--- src/source/lsu_pkg.sv ---
// Shared LSU types: words, operation and size enums, memory word union, stage structs
package lsu_pkg;

    typedef logic [31:0] word_t;     // Data or address word
    typedef logic [15:0] halfword_t;
    typedef logic [7:0]  byte_t;

    // Operation kind carried down the pipe
    typedef enum logic [1:0] {
        MEM_OP_NOP   = 2'd0, // No memory access, result is alu_result
        MEM_OP_LOAD  = 2'd1,
        MEM_OP_STORE = 2'd2
    } mem_op_e;

    // Access width
    typedef enum logic [1:0] {
        MEM_SIZE_BYTE     = 2'd0,
        MEM_SIZE_HALFWORD = 2'd1,
        MEM_SIZE_WORD     = 2'd2
    } mem_size_e;

    // One memory word seen as byte lanes or halfword lanes
    typedef union packed {
        byte_t     [3:0] bytes;  // Lane 0 is the lowest address
        halfword_t [1:0] halves;
    } mem_word_u;

    // Operation handed in from execute
    typedef struct packed {
        word_t     pc;
        mem_op_e   mem_op;
        mem_size_e mem_size;
        logic      mem_signed; // Sign-extend sub-word loads
        word_t     alu_result; // Address, or the result of a non-memory op
        word_t     rs2_val;    // Store data
        logic [4:0] rd_idx;
        logic      rd_we;
    } lsu_op_s;

    // Memory-1 to memory-2 transfer, same content as the input
    typedef lsu_op_s m1_to_m2_s;

    // Data-memory request
    typedef struct packed {
        logic        valid;
        logic        we;
        logic [29:0] addr;    // Word address
        logic [3:0]  byte_en;
        mem_word_u   wdata;   // Lane-replicated store data
    } dmem_req_s;

    // Finished operation to writeback
    typedef struct packed {
        word_t      pc;
        logic [4:0] rd_idx;
        logic       rd_we;
        word_t      rd_val;
        mem_op_e    mem_op;
    } lsu_wb_s;

endpackage

--- src/source/lsu_stage_memory1.sv ---
// Memory-1 stage: input flops, byte enables, store-data lane replication, dmem request
`timescale 1ns/1ps

module lsu_stage_memory1 (
    input  logic                clk,
    input  logic                rst_n,
    input  logic                stall,
    input  logic                flush,
    input  logic                in_valid,
    input  lsu_pkg::lsu_op_s    in_op,
    output logic                m1_to_m2_valid,
    output lsu_pkg::m1_to_m2_s  m1_to_m2,
    output lsu_pkg::dmem_req_s  dmem_req,
    output logic                mem_issue
);

    logic               ff_valid;
    lsu_pkg::lsu_op_s   ff_in;
    logic [3:0]         byte_en;
    lsu_pkg::mem_word_u wdata;

    always_ff @(posedge clk) begin
        if (!rst_n) begin
            ff_valid <= 1'b0;
        end else if (flush) begin
            ff_valid <= 1'b0;
        end else if (!stall) begin
            ff_valid <= in_valid;
        end
    end

    // Payload holds under stall
    always_ff @(posedge clk) begin
        if (!stall) begin
            ff_in <= in_op;
        end
    end

    // Loads and stores only, never for a flushed op
    assign mem_issue = ff_valid && !stall && !flush && (ff_in.mem_op != lsu_pkg::MEM_OP_NOP);

    // Lane enables and replicated data by access width
    always_comb begin
        case (ff_in.mem_size)
            lsu_pkg::MEM_SIZE_BYTE: begin
                byte_en     = 4'b0001 << ff_in.alu_result[1:0];
                wdata.bytes = {4{ff_in.rs2_val[7:0]}};   // Same byte in every lane
            end
            lsu_pkg::MEM_SIZE_HALFWORD: begin
                byte_en      = 4'b0011 << {ff_in.alu_result[1], 1'b0};
                wdata.halves = {2{ff_in.rs2_val[15:0]}}; // Both halves
            end
            default: begin
                byte_en      = 4'b1111;
                wdata.halves = ff_in.rs2_val;            // Full word as is
            end
        endcase
    end

    always_comb begin
        dmem_req.valid   = mem_issue;
        dmem_req.we      = (ff_in.mem_op == lsu_pkg::MEM_OP_STORE);
        dmem_req.addr    = ff_in.alu_result[31:2]; // Drop byte offset
        dmem_req.byte_en = byte_en;
        dmem_req.wdata   = wdata;
    end

    assign m1_to_m2_valid = ff_valid;
    assign m1_to_m2       = ff_in;

endmodule

--- config.mk ---
export PLATFORM = sky130hd
export DESIGN_NAME = lsu_stage_memory1
export DESIGN_NICKNAME = d
export VERILOG_FILES = /design/src/source/lsu_pkg.sv /design/src/source/lsu_stage_memory1.sv
export SDC_FILE = /design/constraint.sdc
export NUM_CORES = 1
export LEC_CHECK = 0
export BUFFER_PORTS_ARGS = -buffer_cell sky130_fd_sc_hd__buf_2
export CORE_MARGIN = 5
export CORE_UTILIZATION = 39
export DETAILED_ROUTE_END_ITERATION = 8
export PLACE_DENSITY_LB_ADDON = 0.1
export SYNTH_ARGS = -nofsm -noshare
export SYNTH_HDL_FRONTEND = slang
export SYNTH_SLANG_ARGS = --single-unit
--- constraint.sdc ---
create_clock -name clk -period 3.32 [get_ports clk]
set_input_delay 0.332 -clock clk [delete_from_list [all_inputs] [get_ports clk]]
set_output_delay 0.332 -clock clk [all_outputs]
set_load 0.005 [all_outputs]
==> results_dict.tcl <==
set metrics [dict create \
    status "complete, no violations" \
    ios 289 \
    async_reset_ff_frac 0 \
    cp.required_ps 2990 \
    synth_cells 205 \
    grt_overflow_total 0 \
    hp-start "in_op[30]" \
    drt_wl_total_mm 10.55 \
    clkTransAtPathRegs_ps 100 \
    groute.usage.overall 0.1620 \
    cts_resized 0 \
    fin_crit_sh 0.6655 \
    core_area_um2 10180 \
    netlist.area_leader.share 0.7973 \
    synth-seq-cells 108 \
    min_path_cells 1 \
    synth_common_cells "edfxtp_1 (107), buf_4 (39), mux2_2 (15), mux2i_1 (9)" \
    rr_endpoint "m1_to_m2_valid$_SDFFE_PP0N_" \
    drv_slew 0 \
    fp.dieH_um 111.7 \
    layout.nets 575 \
    dieWidth_um 111.7 \
    drcViolationCount 0 \
    clk_latency_ps 340 \
    worstPathArrival_ps 1880 \
    synth.avg_cell_area_um2 19.66 \
    first_pass_iters 4 \
    cts_made_buffers 9 \
    grt_setup_unrepaired "false" \
    drt_iter0_drc 156 \
    synth_top_flop_cell "edfxtp_1" \
    final-hold-violation-count 0 \
    drive_above_1_share 0.6966 \
    portBuffers 288 \
    r2r_start "m1_to_m2_valid$_SDFFE_PP0N_" \
    synthTopCellsByArea "edfxtp_1 (80%), buf_4 (7.3%), mux2_2 (4.2%)" \
    end_kind "output port" \
    vias 2652 \
    grt_start_max_net_pins 68 \
    crit_chain "nor2_4, mux2_2, buf_2" \
    cp_slowest_cell "edfxtp_1" \
    power_density_nw_per_um2 508.0 \
    grt_antenna_before_repair 2 \
    vdd_ir_drop_max_mv 0.2911 \
    ys_seq_area_frac 0.8022 \
    synthesis.nets 317 \
    worst_setup_path_start_kind "flip-flop" \
    drv_cap 0 \
    setup_viol_count_final 0 \
    grt_pass1_vias 2745 \
    synth_top_area_cell "edfxtp_1" \
    routedWlPerCell_um 17.44 \
    dieArea_um2 12470 \
    htree_num_levels 3 \
    gp_congestion 0.8377 \
    synthToLayoutAreaGrowth_pct 36.82 \
    r2r_cells 2 \
    max_slew_margin 0.4446 \
    cts_tree "yes" \
    cts_buffer_depth 2 \
    fin_crit_ps 2209 \
    syn-cell-area_um2 4030 \
    synthDistinctLibCells 17 \
    path_class "reg -> out" \
    cts-root-buf "clkbuf_8" \
    std_cell_rows 37 \
    clock_sink_count 108 \
    dpl.hpwl_mm 8.346 \
    grt_pass1_wl_mm 15.46 \
    tightest_slew_ps 833.1 \
    place_ws_ps 1444 \
    initial_core_util 0.3957 \
    crit_path_max_fanout 12 \
    min_to "m1_to_m2[30]$_DFFE_PN_" \
    r2r_slack_ps 2650 \
    fin_setup_tns_ps 0 \
    power_w 0.002801 \
    finClkSkew_ps 0 \
    synth_edf_count 107 \
    fmax_mhz 452.6 \
    fin_cells 605 \
    hold-worst-slack_ps 150.3 \
    viasPerCell 4.383 \
    synth_most_common_cell "edfxtp_1" \
    max_stage_delay_ps 670 \
    setup_slack_ps 1111 \
    placed_cells 588 \
    post_cts.repair.setup_buffers 0 \
    yosys_warnings 0 \
    hold_path.class "in -> reg" \
    ant_nets 0 \
    p_leak_nw 2.488 \
    hold_buffers 0 \
]
worst max path at each step:
stage	start	end	slack, ps	cells past startpoint
detailed placement	m1_to_m2[71]$_DFFE_PN_	dmem_req[15]	1440	3
finish	m1_to_m2[71]$_DFFE_PN_	dmem_req[11]	1110	3
global route	m1_to_m2[71]$_DFFE_PN_	dmem_req[11]	980	3
CTS	m1_to_m2[71]$_DFFE_PN_	dmem_req[11]	1040	3
floorplan	stall	dmem_req[36]$_DFFE_PN_	460	1
global placement	m1_to_m2[71]$_DFFE_PN_	dmem_req[11]	1450	3
state kept, by name, indices dropped and copies added, names as in the netlist:
register / cells
dmem_req: 30
m1_to_m2_valid: 1
m1_to_m2: 77
critical path, delay by kind of cell (launching register included):
kind,cells,cell delay [ps]
flip-flops,1,670
multiplexers,1,380
AND/OR/NAND/NOR,1,360
buffers and inverters,1,130
power by group:
group	switching (W)	internal (W)
logic	0.000173	0.000202
registers	0.0000574	0.00162
clock network	0.000411	0.000338
area by class of cell:
type / count / area (um^2)
fill: 900 / 4671
sequential: 108 / 3233
timing repair buffer: 290 / 1469
multi-input combinational: 52 / 447.9
tap: 136 / 170.2
clock buffer: 9 / 123.9
clock inverter: 7 / 57.56
inverter: 2 / 10.01
antenna: 1 / 2.502
logic make-up after synthesis:
logic type,Yosys count,synth area share
AO/OA/AOI/OAI,12,0.02484
buffers and inverters,45,0.08662
flip-flops,108,0.8022
multiplexers,25,0.06706
AND/OR/NAND/NOR,15,0.01925
layer usage:
metal / vias up / track usage / share of wire
met5: - / 0 / 0.00066
met4: 2 / 0.04704 / 0.0096
met3: 8 / 0.07065 / 0.11
met2: 151 / 0.2834 / 0.51
met1: 1249 / 0.1789 / 0.37
li1: 1242 / - / -
placed cells by master (no fill, tap or decap):
cell type	n
buf_12	1
buf_2	288
buf_4	1
bufinv_16	1
clkbuf_8	9
clkinv_1	5
clkinv_4	1
dfxtp_1	1
diode_2	1
edfxtp_1	107
inv_1	1
inv_4	1
mux2_1	1
mux2_2	15
mux2i_1	9
nand2_1	8
nor2_1	2
nor2_4	1
nor2b_1	2
nor3b_1	1
nor4b_1	1
o21ai_2	8
o21bai_1	4
per-stage QoR:
stage               instance area (um^2)    util
finish                              5514  0.5414
global route                        5512  0.5412
CTS                                 5512  0.5412
detailed placement                  5330  0.5233
global placement                    5330  0.5233
floorplan                           4030       -
No activity file was read; power rests on OpenSTA's default activity.
