===== config.mk =====
export PLATFORM = sky130hd
export DESIGN_NAME = lsu_stage_memory2
export DESIGN_NICKNAME = d
export VERILOG_FILES = /design/src/source/lsu_pkg.sv /design/src/source/lsu_stage_memory2.sv
export SDC_FILE = /design/constraint.sdc
export NUM_CORES = 1
export LEC_CHECK = 0
export BUFFER_PORTS_ARGS = -buffer_cell sky130_fd_sc_hd__buf_2
export CORE_ASPECT_RATIO = 2
export CORE_MARGIN = 8
export CORE_UTILIZATION = 39
export DETAILED_ROUTE_END_ITERATION = 8
export GPL_TIMING_DRIVEN = 0
export PLACE_DENSITY = 0.76
export SLEW_MARGIN = 20
export SYNTH_ARGS = -nofsm -noshare
export SYNTH_HDL_FRONTEND = slang
export SYNTH_SLANG_ARGS = --single-unit

===== constraint.sdc =====
create_clock -name clk -period 2.6 [get_ports clk]
set_input_delay 0.78 -clock clk [delete_from_list [all_inputs] [get_ports clk]]
set_output_delay 0.78 -clock clk [all_outputs]
set_load 0.03 [all_outputs]

===== src/source/lsu_pkg.sv =====
// Shared LSU types: words, operation and size enums, memory word union, stage structs
package lsu_pkg;

    typedef logic [31:0] word_t;     // Data or address word
    typedef logic [15:0] halfword_t;
    typedef logic [7:0]  byte_t;

    // Operation kind carried down the pipe
    typedef enum logic [1:0] {
        MEM_OP_NOP   = 2'd0, // No memory access, result is alu_result
        MEM_OP_LOAD  = 2'd1,
        MEM_OP_STORE = 2'd2
    } mem_op_e;

    // Access width
    typedef enum logic [1:0] {
        MEM_SIZE_BYTE     = 2'd0,
        MEM_SIZE_HALFWORD = 2'd1,
        MEM_SIZE_WORD     = 2'd2
    } mem_size_e;

    // One memory word seen as byte lanes or halfword lanes
    typedef union packed {
        byte_t     [3:0] bytes;  // Lane 0 is the lowest address
        halfword_t [1:0] halves;
    } mem_word_u;

    // Operation handed in from execute
    typedef struct packed {
        word_t     pc;
        mem_op_e   mem_op;
        mem_size_e mem_size;
        logic      mem_signed; // Sign-extend sub-word loads
        word_t     alu_result; // Address, or the result of a non-memory op
        word_t     rs2_val;    // Store data
        logic [4:0] rd_idx;
        logic      rd_we;
    } lsu_op_s;

    // Memory-1 to memory-2 transfer, same content as the input
    typedef lsu_op_s m1_to_m2_s;

    // Data-memory request
    typedef struct packed {
        logic        valid;
        logic        we;
        logic [29:0] addr;    // Word address
        logic [3:0]  byte_en;
        mem_word_u   wdata;   // Lane-replicated store data
    } dmem_req_s;

    // Finished operation to writeback
    typedef struct packed {
        word_t      pc;
        logic [4:0] rd_idx;
        logic       rd_we;
        word_t      rd_val;
        mem_op_e    mem_op;
    } lsu_wb_s;

endpackage


===== src/source/lsu_stage_memory2.sv =====
// Memory-2 stage: input flops, response-gated ready, load lane extraction and extension
`timescale 1ns/1ps

module lsu_stage_memory2 (
    input  logic                clk,
    input  logic                rst_n,
    output logic                m2_ready,
    input  logic                m2_flush,
    input  logic                m2_stall,
    input  logic                m1_to_m2_valid,
    input  lsu_pkg::m1_to_m2_s  m1_to_m2,
    input  logic                rsp_ready,
    input  lsu_pkg::word_t      rsp_data,
    output logic                wb_valid,
    output lsu_pkg::lsu_wb_s    wb
);

    logic                ff_valid;
    lsu_pkg::m1_to_m2_s  ff_in;
    lsu_pkg::mem_word_u  rsp_word;
    lsu_pkg::halfword_t  load_half;
    lsu_pkg::byte_t      load_byte;
    logic                ext_half;
    logic                ext_byte;
    lsu_pkg::word_t      load_val;

    always_ff @(posedge clk) begin
        if (!rst_n) begin
            ff_valid <= 1'b0;
        end else if (m2_flush) begin
            ff_valid <= 1'b0;
        end else if (!m2_stall) begin
            ff_valid <= m1_to_m2_valid;
        end
    end

    always_ff @(posedge clk) begin
        if (!m2_stall) begin
            ff_in <= m1_to_m2;
        end
    end

    // Nothing to wait for unless a valid memory op sits here
    assign m2_ready = rsp_ready
                   || (ff_in.mem_op == lsu_pkg::MEM_OP_NOP)
                   || !ff_valid;

    // Lane pick from the held response word
    always_comb begin
        rsp_word.halves = rsp_data;
        load_half = rsp_word.halves[ff_in.alu_result[1]];   // Bit 1 picks the half
        load_byte = rsp_word.bytes[ff_in.alu_result[1:0]];  // Bit 0 within that half
        ext_half  = load_half[15] & ff_in.mem_signed;
        ext_byte  = load_byte[7] & ff_in.mem_signed;
        case (ff_in.mem_size)
            lsu_pkg::MEM_SIZE_BYTE:     load_val = {{24{ext_byte}}, load_byte};
            lsu_pkg::MEM_SIZE_HALFWORD: load_val = {{16{ext_half}}, load_half};
            default:                    load_val = rsp_data;
        endcase
    end

    // Low while stalled or flushed
    assign wb_valid = ff_valid && !m2_stall && !m2_flush;

    always_comb begin
        wb.pc     = ff_in.pc;
        wb.rd_idx = ff_in.rd_idx;
        wb.rd_we  = ff_in.rd_we;
        wb.mem_op = ff_in.mem_op;
        // Loads return memory data, everything else the ALU value
        wb.rd_val = (ff_in.mem_op == lsu_pkg::MEM_OP_LOAD) ? load_val : ff_in.alu_result;
    end

endmodule


==> run summary <==
Root Buffer: clkbuf_16
Placed Instance Area: 0.00479 mm²
IO Port Bufs: 186
H-tree depth: 3
r2r startpoint: ff_valid
Tot GR Track Use: 17.6%
IO Pins: 219
Worst VDD drop: 0.462 mV
Fin Hold WS: 0.581 ns
Residual DRC: 0
Post-Synth XOR/XNOR Area: 0%
Max-cap violations: 0
Compound-Gate Fraction of Synth Area: 14.3%
flops & latches, synth: 76
FMAX: 363 MHz
first-pass GRT wire length: 17500 µm
Setup WS post-layout: -0.155 ns
Synth area leader: edfxtp_1
Cell Pwr Density: 668 mW/mm²
clock sink count: 76
proportion of synthesized area in mux cells: 3.43%
top cells by area, synth: edfxtp_1 61%, buf_4 8.1%, nand2_1 2.1%
Area growth, synth to finish: 55.0%
# setup viols final: 32
post-DR wirelength/cell: 19.4 µm
synth warn: 0
# nets final: 650
critical path class: reg2out
most instantiated cells after synthesis: 75 x edfxtp_1, 40 x buf_4, 21 x nand2_1
via count: 3196
Cells after Synth: 287
Async SR Flop Fraction: 0%
Critical path origin: ff_in[38]
core area: 0.00926 mm²
die area: 0.0130 mm²
Final Instance Area: 0.00572 mm²
synthesized area: 0.00369 mm²
Final HPWL DP: 9280 µm
adder-cell share of the synthesized area: 0%
cells on worst reg2reg path: 2
Worst Setup End Kind: output pin
status: finished with violations
RePlAce Congestion: 0.975
worst slew pin tran: 0.444 ns
initial antenna violation count: 2
Reg clk slew, reported paths: 0.06 ns
dpl ws: -0.392 ns
layout cell share with drive strength beyond 1: 66.3%
Avg Synthesized Cell Area: 12.8 µm²
Min-Delay Path Class: reg2reg
Clock Skew: 0 ns
Vias/cell: 5.21
Final Slew Violations: 0
syn nets: 432
drt initial violations: 100
FF-to-FF End: ff_valid
Starting Density: 39.8%
TritonRoute pass-1 iters: 4
Critical Path Source Type: register
Tcrit/Tclk final: 106%
simple-gate area share of the yosys netlist: 9.98%
filler instances: 752
Antenna Nets Post-Route: 0
Clock Latency Late Sink: 0.32 ns
ys flop type: edfxtp_1
CTS tree: built
ANT cells: 0
clock tree buffer depth: 2
Worst slew margin: 70.4%
pin count of the biggest net entering global routing: 40
FP Rows: 50
total gr overflow: 0
leak pwr: 2.47 nW
register area share after synthesis: 61.6%
Synth top area share: 61.1%
Die Width: 84.8 µm
Die H: 154 µm
synth unique cells: 44
Worst Path Required: 1.82 ns
most common cell in the synthesized netlist: edfxtp_1
Critical Path AT: 1.98 ns
failing checks: negative setup slack
Crit Path Max Fanout: 4
routed wire length: 11900 µm
Hold Vio Cnt, Final: 0
Setup crit end: wb[15]
CTS buffer count: 9
post-layout min period: 2.76 ns
vias in the first global route: 3394
largest family of logic cells by synthesized area: compound AO/OA/AOI/OAI gates
RSZ-0062 raised after global routing: true
EDFF count, synth: 75
Reg2Reg Setup Slack: 1.87 ns
final design utilization: 61.7%
how the worst min path moves through the flow:
stage | slack (ns) | cells past startpoint | startpoint | endpoint
floorplan | 0.52 | 2 | ff_valid | ff_valid
global placement | 0.53 | 2 | ff_valid | ff_valid
detailed placement | 0.58 | 2 | ff_valid | ff_valid
CTS | 0.58 | 2 | ff_valid | ff_valid
global route | 0.60 | 2 | ff_valid | ff_valid
finish | 0.58 | 2 | ff_valid | ff_valid
worst max-delay path, cell delays in order (launching register included):
cell and delay, ns:
edfxtp_1 0.50, mux2i_2 0.34, nor2_2 0.11, o2111ai_4 0.28, buf_6 0.17, nand2_1 0.06
buf_2 0.19
placed cells by master (no fill, tap or decap), types with 2 or more instances in the layout:
cell	Yosys	routed
buf_2	8	164
edfxtp_1	75	75
buf_4	40	69
buf_6	1	22
nand2_1	21	17
nor2_1	14	12
a21oi_1	11	10
a21oi_2	8	9
clkbuf_16	0	9
and2_1	8	8
o22ai_1	8	8
a211oi_2	2	8
a22oi_2	0	6
mux2_2	5	5
and3_1	5	5
o21ai_1	1	5
mux2i_1	7	4
nand2_4	0	4
o21ai_0	8	3
a32oi_1	5	3
clkinvlp_4	0	3
buf_12	0	3
clkbuf_2	0	2
nand2b_1	3	2
mux2i_2	0	2
nor3_4	1	2
clkbuf_4	0	2
inv_1	3	2
clkbuf_1	7	2
nand3b_1	2	2
nor2b_4	0	2
nor2_2	0	2
nor3b_4	0	2
a221oi_4	0	2
a221oi_2	0	2
a32oi_2	0	2
a31oi_1	2	2
nor3b_1	3	2
bufinv_16	0	2
stage by stage:
stage          std cells  power (mW)  TNS (ns)
2_1_floorplan        287        2.05    -0.698
3_3_place_gp         577        2.33    -22.56
3_5_place_dp         579        2.35     -5.94
4_1_cts              611        3.78     -3.27
5_1_grt              614        3.95     -6.00
6_report             614        3.82     -3.21
cell type report:
type	count	area [µm²]	share of cell area, %
clock buffer	10	229	4.01
tap	104	130	2.28
clock inverter	6	88.8	1.55
buffer	56	439	7.68
sequential	76	2270	39.8
timing repair buffer	208	1250	21.9
multi-input combinational	151	1290	22.6
inverter	3	15.0	0.263
registers in the layout, summed over array words and instances, names as in the netlist:
signal and count:
wb 40, ff_in 35, ff_valid 1
layer usage:
metal / routed length [µm] / GRT usage [%]
met5: 16 / 0
met4: 557 / 8.82
met3: 1080 / 7.79
met2: 6770 / 34.7
met1: 3480 / 13.5
report_power, final:
group          internal, mW  switching [mW]
clock                 0.840           0.469
sequential             1.45          0.0373
combinational         0.431           0.587
logic make-up (layout without fill, tap and decap cells):
family / after synthesis / after routing
flops: 76 / 76
compound gates: 72 / 72
simple gates: 67 / 67
mux: 12 / 12
buf+inv: 60 / 283
repair_timing:
action,in CTS,in global routing
resized for setup,72,61
pin swaps,10,12
gates cloned,1,0
setup buffers,16,4
endpoints found under the setup margin,32,32
hold buffers,0,0
No activity file was read; power rests on OpenSTA's default activity.
