**config.mk**
```make
export PLATFORM = sky130hd
export DESIGN_NAME = lsu_wait_timer
export DESIGN_NICKNAME = d
export VERILOG_FILES = /design/src/source/lsu_wait_timer.sv
export SDC_FILE = /design/constraint.sdc
export NUM_CORES = 1
export LEC_CHECK = 0
export ABC_AREA = 1
export BUFFER_PORTS_ARGS = -buffer_cell sky130_fd_sc_hd__buf_2
export CORE_AREA = 2 2 39 41
export CTS_BUF_LIST = sky130_fd_sc_hd__clkbuf_4
export CTS_CLUSTER_SIZE = 40
export DETAILED_ROUTE_END_ITERATION = 16
export DIE_AREA = 0 0 41 43
export PLACE_DENSITY = 0.41
export SYNTH_ARGS = -nofsm -noshare
export SYNTH_HDL_FRONTEND = slang
export SYNTH_SLANG_ARGS = --single-unit
```
**constraint.sdc**
```tcl
create_clock -name clk -period 1.35 [get_ports clk]
set_input_delay 0.0675 -clock clk [delete_from_list [all_inputs] [get_ports clk]]
set_output_delay 0.0675 -clock clk [all_outputs]
set_load 0.005 [all_outputs]
```
**src/source/lsu_wait_timer.sv**
```systemverilog
// Data-memory latency timer: loadable down-counter with busy flag and done level
`timescale 1ns/1ps

module lsu_wait_timer #(
    parameter int MEM_LATENCY = 3
) (
    input  logic clk,
    input  logic rst_n,
    input  logic start,
    input  logic abort,
    output logic done    // Held until next start or abort
);

    localparam int CNT_W = (MEM_LATENCY > 1) ? $clog2(MEM_LATENCY) : 1;
    localparam logic [CNT_W-1:0] LOAD_VAL = CNT_W'(MEM_LATENCY - 1);

    logic [CNT_W-1:0] count_q;
    logic             busy_q;

    always_ff @(posedge clk) begin
        if (!rst_n) begin
            count_q <= '0;
            busy_q  <= 1'b0;
            done    <= 1'b0;
        end else if (abort) begin
            busy_q <= 1'b0;
            done   <= 1'b0;
        end else if (start) begin
            count_q <= LOAD_VAL;
            busy_q  <= (MEM_LATENCY > 1);
            done    <= (MEM_LATENCY == 1); // No wait at all for latency 1
        end else if (busy_q) begin
            count_q <= count_q - 1'b1;
            if (count_q == CNT_W'(1)) begin // Last wait cycle
                busy_q <= 1'b0;
                done   <= 1'b1;
            end
        end
    end

endmodule

```
==> flow_summary.ini, run 1 <==
[power_and_ir_drop]
power_uw = 307
p_sw_share_pct = 22.9
leakagePower_uw = 0.000119
p_int_uw = 236
ir_drop_mv = 0.449
clkPwrFrac_pct = 47.9
p_comb_share_pct = 10.6
seq_power_share_pct = 41.4
p_sw_uw = 70.2
powerDensity_nw_per_um2 = 1180

[setup_path]
crit_path_end_kind = flip-flop
worstReg2RegEnd = count_q[1]
cp-startpoint = count_q[1]
worst-r2r-setup-slack_ns = 0.31
worstReg2RegStart = count_q[1]
cp.required_ns = 1.48
start_kind = flip-flop
ff2ff_path_depth = 6
crit_end = count_q[1]
critPathArrivalTime_ns = 1.16
criticalPathCategory = reg -> reg
path_max_fanout = 2

[synth]
seq_area_frac_synth_pct = 40.5
yosys.area.top_type = dfxtp_1
synth_top_area_share_pct = 40.5
avgSynthCellArea_um2 = 7.60
synth-seq-cells = 4
synth_compound_area_share_pct = 9.49
syn-instance-count = 26
syn_area_um2 = 198
synth_fa_ha_area_share_pct = 6.33
yosys-top-cells-area = dfxtp_1 (41%), nor2_1 (11%), ha_1 (6.3%), inv_2 (5.7%), nand2_1 (5.7%)
synth_nets = 31
synth_cell_types = 13
synthMuxAreaShare_pct = 0
synth_top_family_by_area = simple AND/OR/NAND/NOR gates
synthSimpleGateAreaFrac_pct = 36.1
ys_warn_count = 0
synth_xor_xnor_area_share_pct = 0

[clocking]
hold_buffers = 0
cts.clk_slew.worst_paths_ns = 0.04
clk-insertion-delay-late_ns = 0.23
cts_setup_buffers = 0
cts_resized = 0
numCtsBuffers = 3
clockBufferDepth = 2
h-tree-depth = 1
tritoncts = done
cts-root-buf = clkbuf_4
clock_sinks = 4

[layout]
final_common_cell = nor2_1
nNetsFinal = 40
diodes = 0
layout_common_cells = nor2_1 (6), dfxtp_1 (4), buf_2 (4)
drive_gt1_share_pct = 42.4
nFillCells = 159
synthToLayoutAreaGrowth_pct = 31.6

[routing]
num_vias = 179
ant_nets = 0
wl_per_cell_um = 6.84
first_pass_iters = 2
wirelength_um = 335
vias_per_cell = 3.65
drc = 0
drtIter0Drc = 5

[floorplan]
die_area_um2 = 1760
die_w_um = 41
core_um2 = 1380
die_y_um = 43
rows = 14
start_util_pct = 14.3
io_pins = 5

[timing]
final-setup-viol-count = 0
rsz0062_at_grt = no
min_period_ns = 1.04
maxSlewViolCount = 0
tns_ns = 0
worst_pin_slew_ns = 0.136
hold_violations = 0
skew_ns = 0.000265
fin_crit_sh_pct = 76.7
fmax_mhz = 966
slew-limit-headroom_pct = 90.8

[placement]
numPortBuffers = 4
dpl.hpwl_um = 282
place.gp.congestion = 0.709

[min_path]
hp-class = in -> reg

[grt]
grt_pass1_wl_um = 572
grt-ovfl-total = 0
antenna_found_initial = 0
grt_max_degree = 6
grt_pass1_vias = 142
grt_usage_pct = 5.53

[flow_run]
maxCapViolations = 0

[run_status]
outcome = finished clean
[worst min-delay path by stage]
stage          slack, ns  cells past startpoint   from          to
2_1_floorplan       0.15                      1  start        done
3_3_place_gp        0.32                      3  rst_n  count_q[0]
3_5_place_dp        0.32                      3  rst_n  count_q[0]
4_1_cts             0.07                      3  rst_n  count_q[0]
5_1_grt             0.08                      3  rst_n  count_q[0]
6_report            0.08                      3  rst_n  count_q[0]
[area by class of cell]
class	instances	area [um^2]	share of cell area (%)
Tap cell	16	20.0	7.69
Inverter	4	15.0	5.77
Sequential cell	4	80.1	30.8
Clock buffer	3	22.5	8.65
Timing Repair Buffer	4	20.0	7.69
Multi-Input combinational cell	18	103	39.4
[worst max-delay path, stage by stage (launching register included)]
cell,delay [ns]
dfxtp_1,0.33
inv_1,0.05
ha_1,0.26
nor2_1,0.12
nand3_2,0.08
nand2_1,0.07
nor2_2,0.03
[state kept, by name, indices dropped and copies added, names as in the netlist]
| name | count |
|---|---|
| done | 1 |
| count_q | 2 |
| busy_q | 1 |
[Yosys cell counts]
cell / count
nor2_2: 1
nor2_1: 6
a21oi_2: 1
nand2_1: 3
inv_1: 1
nor3_1: 1
inv_2: 3
nand3_2: 1
nand2_4: 1
ha_1: 1
nand3_1: 1
a21oi_1: 2
dfxtp_1: 4
[layer usage]
metal	wire length (um)	track usage [%]
met1	173	6.77
met4	0	2.00
met2	125	5.00
met3	36	7.85
met5	0	0
[metrics by stage]
stage,setup slack [ns],util (%),instances,hold slack [ns],cell area (um^2)
floorplan,0.354,-,26,0.146,198
global placement,0.304,17.2,46,0.323,238
detailed placement,0.308,17.2,46,0.324,238
CTS,0.302,18.8,49,0.0730,260
global route,0.254,18.8,49,0.0808,260
finish,0.315,18.8,49,0.0782,260
[kinds of logic (layout without fill, tap and decap cells)]
family / after synthesis / in the layout
AOI/OAI and AO/OA: 3 / 3
and+or+nand+nor: 14 / 14
adders and majority gates: 1 / 1
DFF: 4 / 4
buffers and inverters: 4 / 11
[power by group through the flow]
stage	sequential (uW)	clock, uW	combinational, uW
6_report	127	147	32.6
5_1_grt	127	164	37.8
4_1_cts	127	157	33.5
3_5_place_dp	129	0	33.3
3_3_place_gp	129	0	33.8
2_1_floorplan	128	0	23.1
Power figures use the tool's default switching activity.
==> run 2, diff against run 1 <==
--- a/config.mk
+++ b/config.mk
@@ -5,14 +5,14 @@
 export SDC_FILE = /design/constraint.sdc
 export NUM_CORES = 1
 export LEC_CHECK = 0
-export ABC_AREA = 1
+export ABC_AREA = 0
 export BUFFER_PORTS_ARGS = -buffer_cell sky130_fd_sc_hd__buf_2
 export CORE_AREA = 2 2 39 41
 export CTS_BUF_LIST = sky130_fd_sc_hd__clkbuf_4
 export CTS_CLUSTER_SIZE = 40
 export DETAILED_ROUTE_END_ITERATION = 16
 export DIE_AREA = 0 0 41 43
-export PLACE_DENSITY = 0.41
+export PLACE_DENSITY = 0.4
 export SYNTH_ARGS = -nofsm -noshare
 export SYNTH_HDL_FRONTEND = slang
 export SYNTH_SLANG_ARGS = --single-unit
==> constraint.sdc (replaced) <==
create_clock -name clk -period 0.93 [get_ports clk]
set_input_delay 0.0465 -clock clk [delete_from_list [all_inputs] [get_ports clk]]
set_output_delay 0.0465 -clock clk [all_outputs]
set_load 0.005 [all_outputs]
==> run 2 against run 1 <==
Effect of this change: the flow now finishes with violations (setup timing); non-clock buffer count grew 3; global-route usage grew 1.2 points; clock skew grew 0.0055 ns; sequential power grew 45%; worst hold slack gained 0.016 ns; synthesized cell count shrank 35%; power grew 47%; register-to-register slack lost 0.67 ns.
==> flow_summary.ini, run 2 <==
[layout]
drive_gt1_share_pct = 70.4
final_util_pct = 21.8
nNetsFinal = 34
diodes = 0
reg_top3 = count_q: 2 flops, busy_q: 1 flops, done: 1 flops
instances_no_fill = 43
layout_common_cells = buf_2 (4), clkbuf_4 (3), buf_4 (3)
largest_reg_flops = 2
top_register = count_q
final_common_cell = buf_2
synthToLayoutAreaGrowth_pct = 66.2

[min_path]
min_to = count_q[0]
holdPathStages = 2
hp-class = in -> reg
hold_start = rst_n

[clocking]
tritoncts = done
hold_buffers = 0
cts.clk_slew.worst_paths_ns = 0.03
clk-insertion-delay-late_ns = 0.23
clockBufferDepth = 2
h-tree-depth = 1
numCtsBuffers = 3
clock_sinks = 4
cts_setup_buffers = 0
cts-root-buf = clkbuf_4

[setup_path]
critPathArrivalTime_ns = 1.40
cp.required_ns = 1.05
cp_slowest_cell = or4b_4
crit_chain = ha_4 > or4b_4 > o211a_1
worstReg2RegStart = count_q[0]
criticalPathCategory = reg -> reg
ff2ff_path_depth = 3
worstReg2RegEnd = count_q[1]
crit_path_end_kind = flip-flop
worst-r2r-setup-slack_ns = -0.35
cpPeakStageDelay_ns = 0.48
path_max_fanout = 3
worst-path-buf-inv = 0
start_kind = flip-flop
crit_family = simple AND/OR/NAND/NOR gates

[synth]
ys.flop_type = dfxtp_1
synth_top_area_share_pct = 44.1
syn_area_um2 = 181
ys_warn_count = 0
seq_area_frac_synth_pct = 44.1
avgSynthCellArea_um2 = 10.7
synth-seq-cells = 4
synth_nets = 22
syn-instance-count = 17
synth_cell_types = 11
yosys.area.top_type = dfxtp_1
synth_edf_count = 0
ys_async_sr_fraction_pct = 0
synth.most_common_cell = dfxtp_1
synth_common_cells = dfxtp_1 (4), inv_1 (2), nor4b_1 (2), o211a_1 (2)
yosys-top-cells-area = dfxtp_1 (44%), o211a_1 (11%), nor4b_1 (9.7%), ha_1 (6.9%), o21ba_2 (5.5%)

[floorplan]
die_area_um2 = 1760
io_pins = 5
die_w_um = 41
die_y_um = 43
start_util_pct = 13.1
rows = 14
core_um2 = 1380

[routing]
num_vias = 175
wirelength_um = 446
drc = 0
ant_nets = 0
vias_per_cell = 4.07
first_pass_iters = 2
drtIter0Drc = 3
wl_per_cell_um = 10.4

[grt]
grt-ovfl-total = 0
antenna_found_initial = 0
grt_pass1_vias = 185
grt_max_degree = 6
grt_pass1_wl_um = 738
grt_usage_pct = 6.71

[timing]
fin_crit_sh_pct = 138
rsz0062_at_grt = yes
hold_slack_ns = 0.0947
tns_ns = -0.354
hold_violations = 0
skew_ns = 0.00573
worst_pin_slew_ns = 0.206
final-setup-viol-count = 1
setup_ws_ns = -0.354
maxSlewViolCount = 0
min_period_ns = 1.28
slew-limit-headroom_pct = 86.2
fmax_mhz = 779

[placement]
place.gp.congestion = 0.711
dp_cells = 40
numPortBuffers = 4

[run_status]
outcome = finished, violations left
violations = setup timing

[power_and_ir_drop]
ir_drop_mv = 0.760
powerDensity_nw_per_um2 = 1490
leakagePower_uw = 0.000132

[flow_run]
maxCapViolations = 0
-- run 2: logic make-up after synthesis --
family                     synth area share (%)
AOI/OAI and AO/OA                          24.1
adders and majority gates                  6.90
buffers and inverters                      4.14
DFF                                        44.1
and+or+nand+nor                            20.7
-- run 2: routing by layer --
layer | GRT usage (%) | up-vias | wire (um)
met3 | 7.85 | 0 | 46
li1 | - | 87 | -
met2 | 7.81 | 5 | 191
met4 | 2.00 | 0 | 0
met5 | 0 | - | 0
met1 | 7.67 | 83 | 208
-- run 2: metrics by stage --
| step | setup slack [ns] | total power (uW) | instance area [um^2] |
|---|---|---|---|
| global route | -0.394 | 488 | 302 |
| detailed placement | -0.388 | 227 | 244 |
| global placement | -0.412 | 227 | 244 |
| finish | -0.354 | 451 | 302 |
| floorplan | -0.333 | 201 | 181 |
| CTS | -0.342 | 455 | 282 |
-- run 2: power by group --
group	internal [uW]	switching (uW)
clock	144	69.1
combinational	29.3	23.7
sequential	180	4.39
-- run 2: cell type report --
class / count / area [um^2]
clock buffers: 3 / 22.5
fillers: 159 / 1080
inverters: 2 / 7.51
multi-input cells: 11 / 126
flip-flops and latches: 4 / 82.6
well taps: 16 / 20.0
repair buffers: 7 / 42.5
-- run 2: worst reg2reg max path, stage by stage, from the launching register on --
cell and delay (ns):
dfxtp_2 0.36, ha_4 0.21, or4b_4 0.48, o211a_1 0.12
-- run 2: timing repair --
item	in CTS	in global routing
resized for setup	4	4
setup endpoints to repair	1	3
endpoints found under the hold margin	0	0
cloned	0	0
pin swaps	0	1
-- run 2: how the worst max path moves through the flow --
stage / start / end / depth (start not counted)
after floorplan: count_q[1] / count_q[1] / 4
after global placement: count_q[1] / count_q[1] / 4
after detailed placement: count_q[1] / count_q[1] / 4
after CTS: count_q[1] / count_q[1] / 4
after global routing: count_q[1] / count_q[1] / 4
final: count_q[0] / count_q[1] / 3
==> run 3, diff against run 2 <==
--- a/config.mk
+++ b/config.mk
@@ -12,7 +12,6 @@
 export CTS_CLUSTER_SIZE = 40
 export DETAILED_ROUTE_END_ITERATION = 16
 export DIE_AREA = 0 0 41 43
-export PLACE_DENSITY = 0.4
 export SYNTH_ARGS = -nofsm -noshare
 export SYNTH_HDL_FRONTEND = slang
 export SYNTH_SLANG_ARGS = --single-unit
==> run 3 against run 2 <==
Effect of this change: design area is 2.9% higher; die area stayed put; the run still ends with setup timing left; worst setup slack improved by 0.017 ns.
==> flow_summary.ini, run 3 (same netlist as run 2, synthesis figures left out) <==
[run_status]
outcome = finished, violations left
violations = setup timing

[power_and_ir_drop]
p_sw_share_pct = 21.4
p_int_uw = 352
seq_power_share_pct = 41.5
leakagePower_uw = 0.000132
clkPwrFrac_pct = 47.3
ir_drop_mv = 0.597
powerDensity_nw_per_um2 = 1440
p_comb_share_pct = 11.2
p_sw_uw = 96.1

[setup_path]
cp.required_ns = 1.05
worstReg2RegEnd = count_q[1]
path_max_fanout = 2
crit_path_end_kind = flip-flop
start_kind = flip-flop
worstReg2RegStart = count_q[1]
critPathArrivalTime_ns = 1.39
criticalPathCategory = reg -> reg
ff2ff_path_depth = 4
worst-r2r-setup-slack_ns = -0.34

[grt]
grt_pass1_wl_um = 634
grt_pass1_vias = 172
grt_max_degree = 6
grt_usage_pct = 5.71
grt-ovfl-total = 0
antenna_found_initial = 0

[clocking]
clockBufferDepth = 2
numCtsBuffers = 3
clk-insertion-delay-late_ns = 0.23
clock_sinks = 4
cts.clk_slew.worst_paths_ns = 0.04
h-tree-depth = 1
cts-root-buf = clkbuf_4
tritoncts = done

[routing]
wl_met1_um = 174
routed.top_layer = met3
drtIter0Drc = 0
met3_length_um = 22
wl_per_cell_um = 9.63
wirelength_um = 414
drc = 0
first_pass_iters = 1
vias_per_cell = 3.84
wl_met2_um = 218
num_vias = 165
ant_nets = 0

[placement]
dpl.hpwl_um = 292
pre_cts_slack_ns = -0.381
numPortBuffers = 4
place.gp.congestion = 0.618

[timing]
tns_ns = -0.337
rsz0062_at_grt = yes
fmax_mhz = 789
min_period_ns = 1.27
setup_ws_ns = -0.337
final-setup-viol-count = 1
slew-limit-headroom_pct = 87.5
fin_crit_sh_pct = 136
hold_violations = 0
worst_pin_slew_ns = 0.186
skew_ns = 0.000359
maxSlewViolCount = 0

[layout]
layout_common_cells = buf_2 (4), clkbuf_4 (3)
synthToLayoutAreaGrowth_pct = 71.0
drive_gt1_share_pct = 66.7
diodes = 0
final_util_pct = 22.4
nNetsFinal = 34
nFillCells = 155
top_register = count_q
reg_top3 = count_q: 2 flops, busy_q: 1 flops, done: 1 flops
final_common_cell = buf_2
largest_reg_flops = 2

[flow_run]
maxCapViolations = 0

[floorplan]
die_w_um = 41
core_um2 = 1380
die_y_um = 43
rows = 14
start_util_pct = 13.1
die_area_um2 = 1760
io_pins = 5

[min_path]
min_to = count_q[0]
hold_start = rst_n
hp-class = in -> reg
holdPathStages = 2
==> run 3: changes by cell type in the layout (fill, tap and decap cells not counted) <==
cell     previous run  this run
or4b_4              1         0
nor4b_2             2         1
or4b_1              0         1
nor4b_4             0         1
buf_6               0         1
buf_4               3         2
==> run 3: layout make-up <==
| cell class | count | area, um^2 | share of cell area (%) |
|---|---|---|---|
| Sequential cell | 4 | 82.6 | 26.6 |
| Multi-Input combinational cell | 11 | 131 | 42.3 |
| Inverter | 2 | 7.51 | 2.42 |
| Clock buffer | 3 | 22.5 | 7.26 |
| Timing Repair Buffer | 7 | 46.3 | 14.9 |
| Tap cell | 16 | 20.0 | 6.45 |
==> run 3: worst max-delay path by stage <==
stage	from	endpoint	cells past startpoint
6_report	count_q[1]	count_q[1]	4
2_1_floorplan	count_q[1]	count_q[1]	4
4_1_cts	count_q[1]	count_q[1]	4
5_1_grt	count_q[1]	count_q[1]	4
3_3_place_gp	count_q[1]	count_q[1]	4
3_5_place_dp	count_q[1]	count_q[1]	4
==> run 3: worst max-delay path, stage by stage, from the launching register on <==
cell and delay, ns:
dfxtp_2 0.33, inv_2 0.04, ha_4 0.19, or4b_1 0.47, o211a_1 0.12
==> run 3: metrics by stage <==
step | instances | instance area, um^2 | hold slack (ns) | total power [uW]
after CTS | 43 | 298 | 0.0835 | 457
final | 43 | 310 | 0.0870 | 448
after detailed placement | 40 | 244 | 0.331 | 225
after floorplan | 17 | 181 | 0.123 | 201
after global placement | 40 | 244 | 0.329 | 225
after global routing | 43 | 310 | 0.109 | 472
==> run 3: power by group through the flow <==
| stage | combinational [uW] | sequential (uW) | clock (uW) |
|---|---|---|---|
| 4_1_cts | 46.0 | 185 | 225 |
| 3_5_place_dp | 39.5 | 186 | 0 |
| 5_1_grt | 53.8 | 187 | 232 |
| 6_report | 50.0 | 186 | 212 |
| 2_1_floorplan | 16.6 | 185 | 0 |
| 3_3_place_gp | 39.2 | 185 | 0 |
==> run 3: routing by layer <==
| layer | GRT usage (%) | up-vias |
|---|---|---|
| li1 | - | 84 |
| met1 | 6.39 | 78 |
| met2 | 6.88 | 3 |
| met3 | 3.14 | 0 |
| met4 | 6.00 | 0 |
| met5 | 0 | - |
==> run 3: timing repair <==
action,4_1_cts,5_1_grt
hold buffers,0,0
hold endpoints to repair,0,0
pin swaps,2,3
buffers inserted,0,0
gates resized for setup,8,2
setup endpoints to repair,3,3
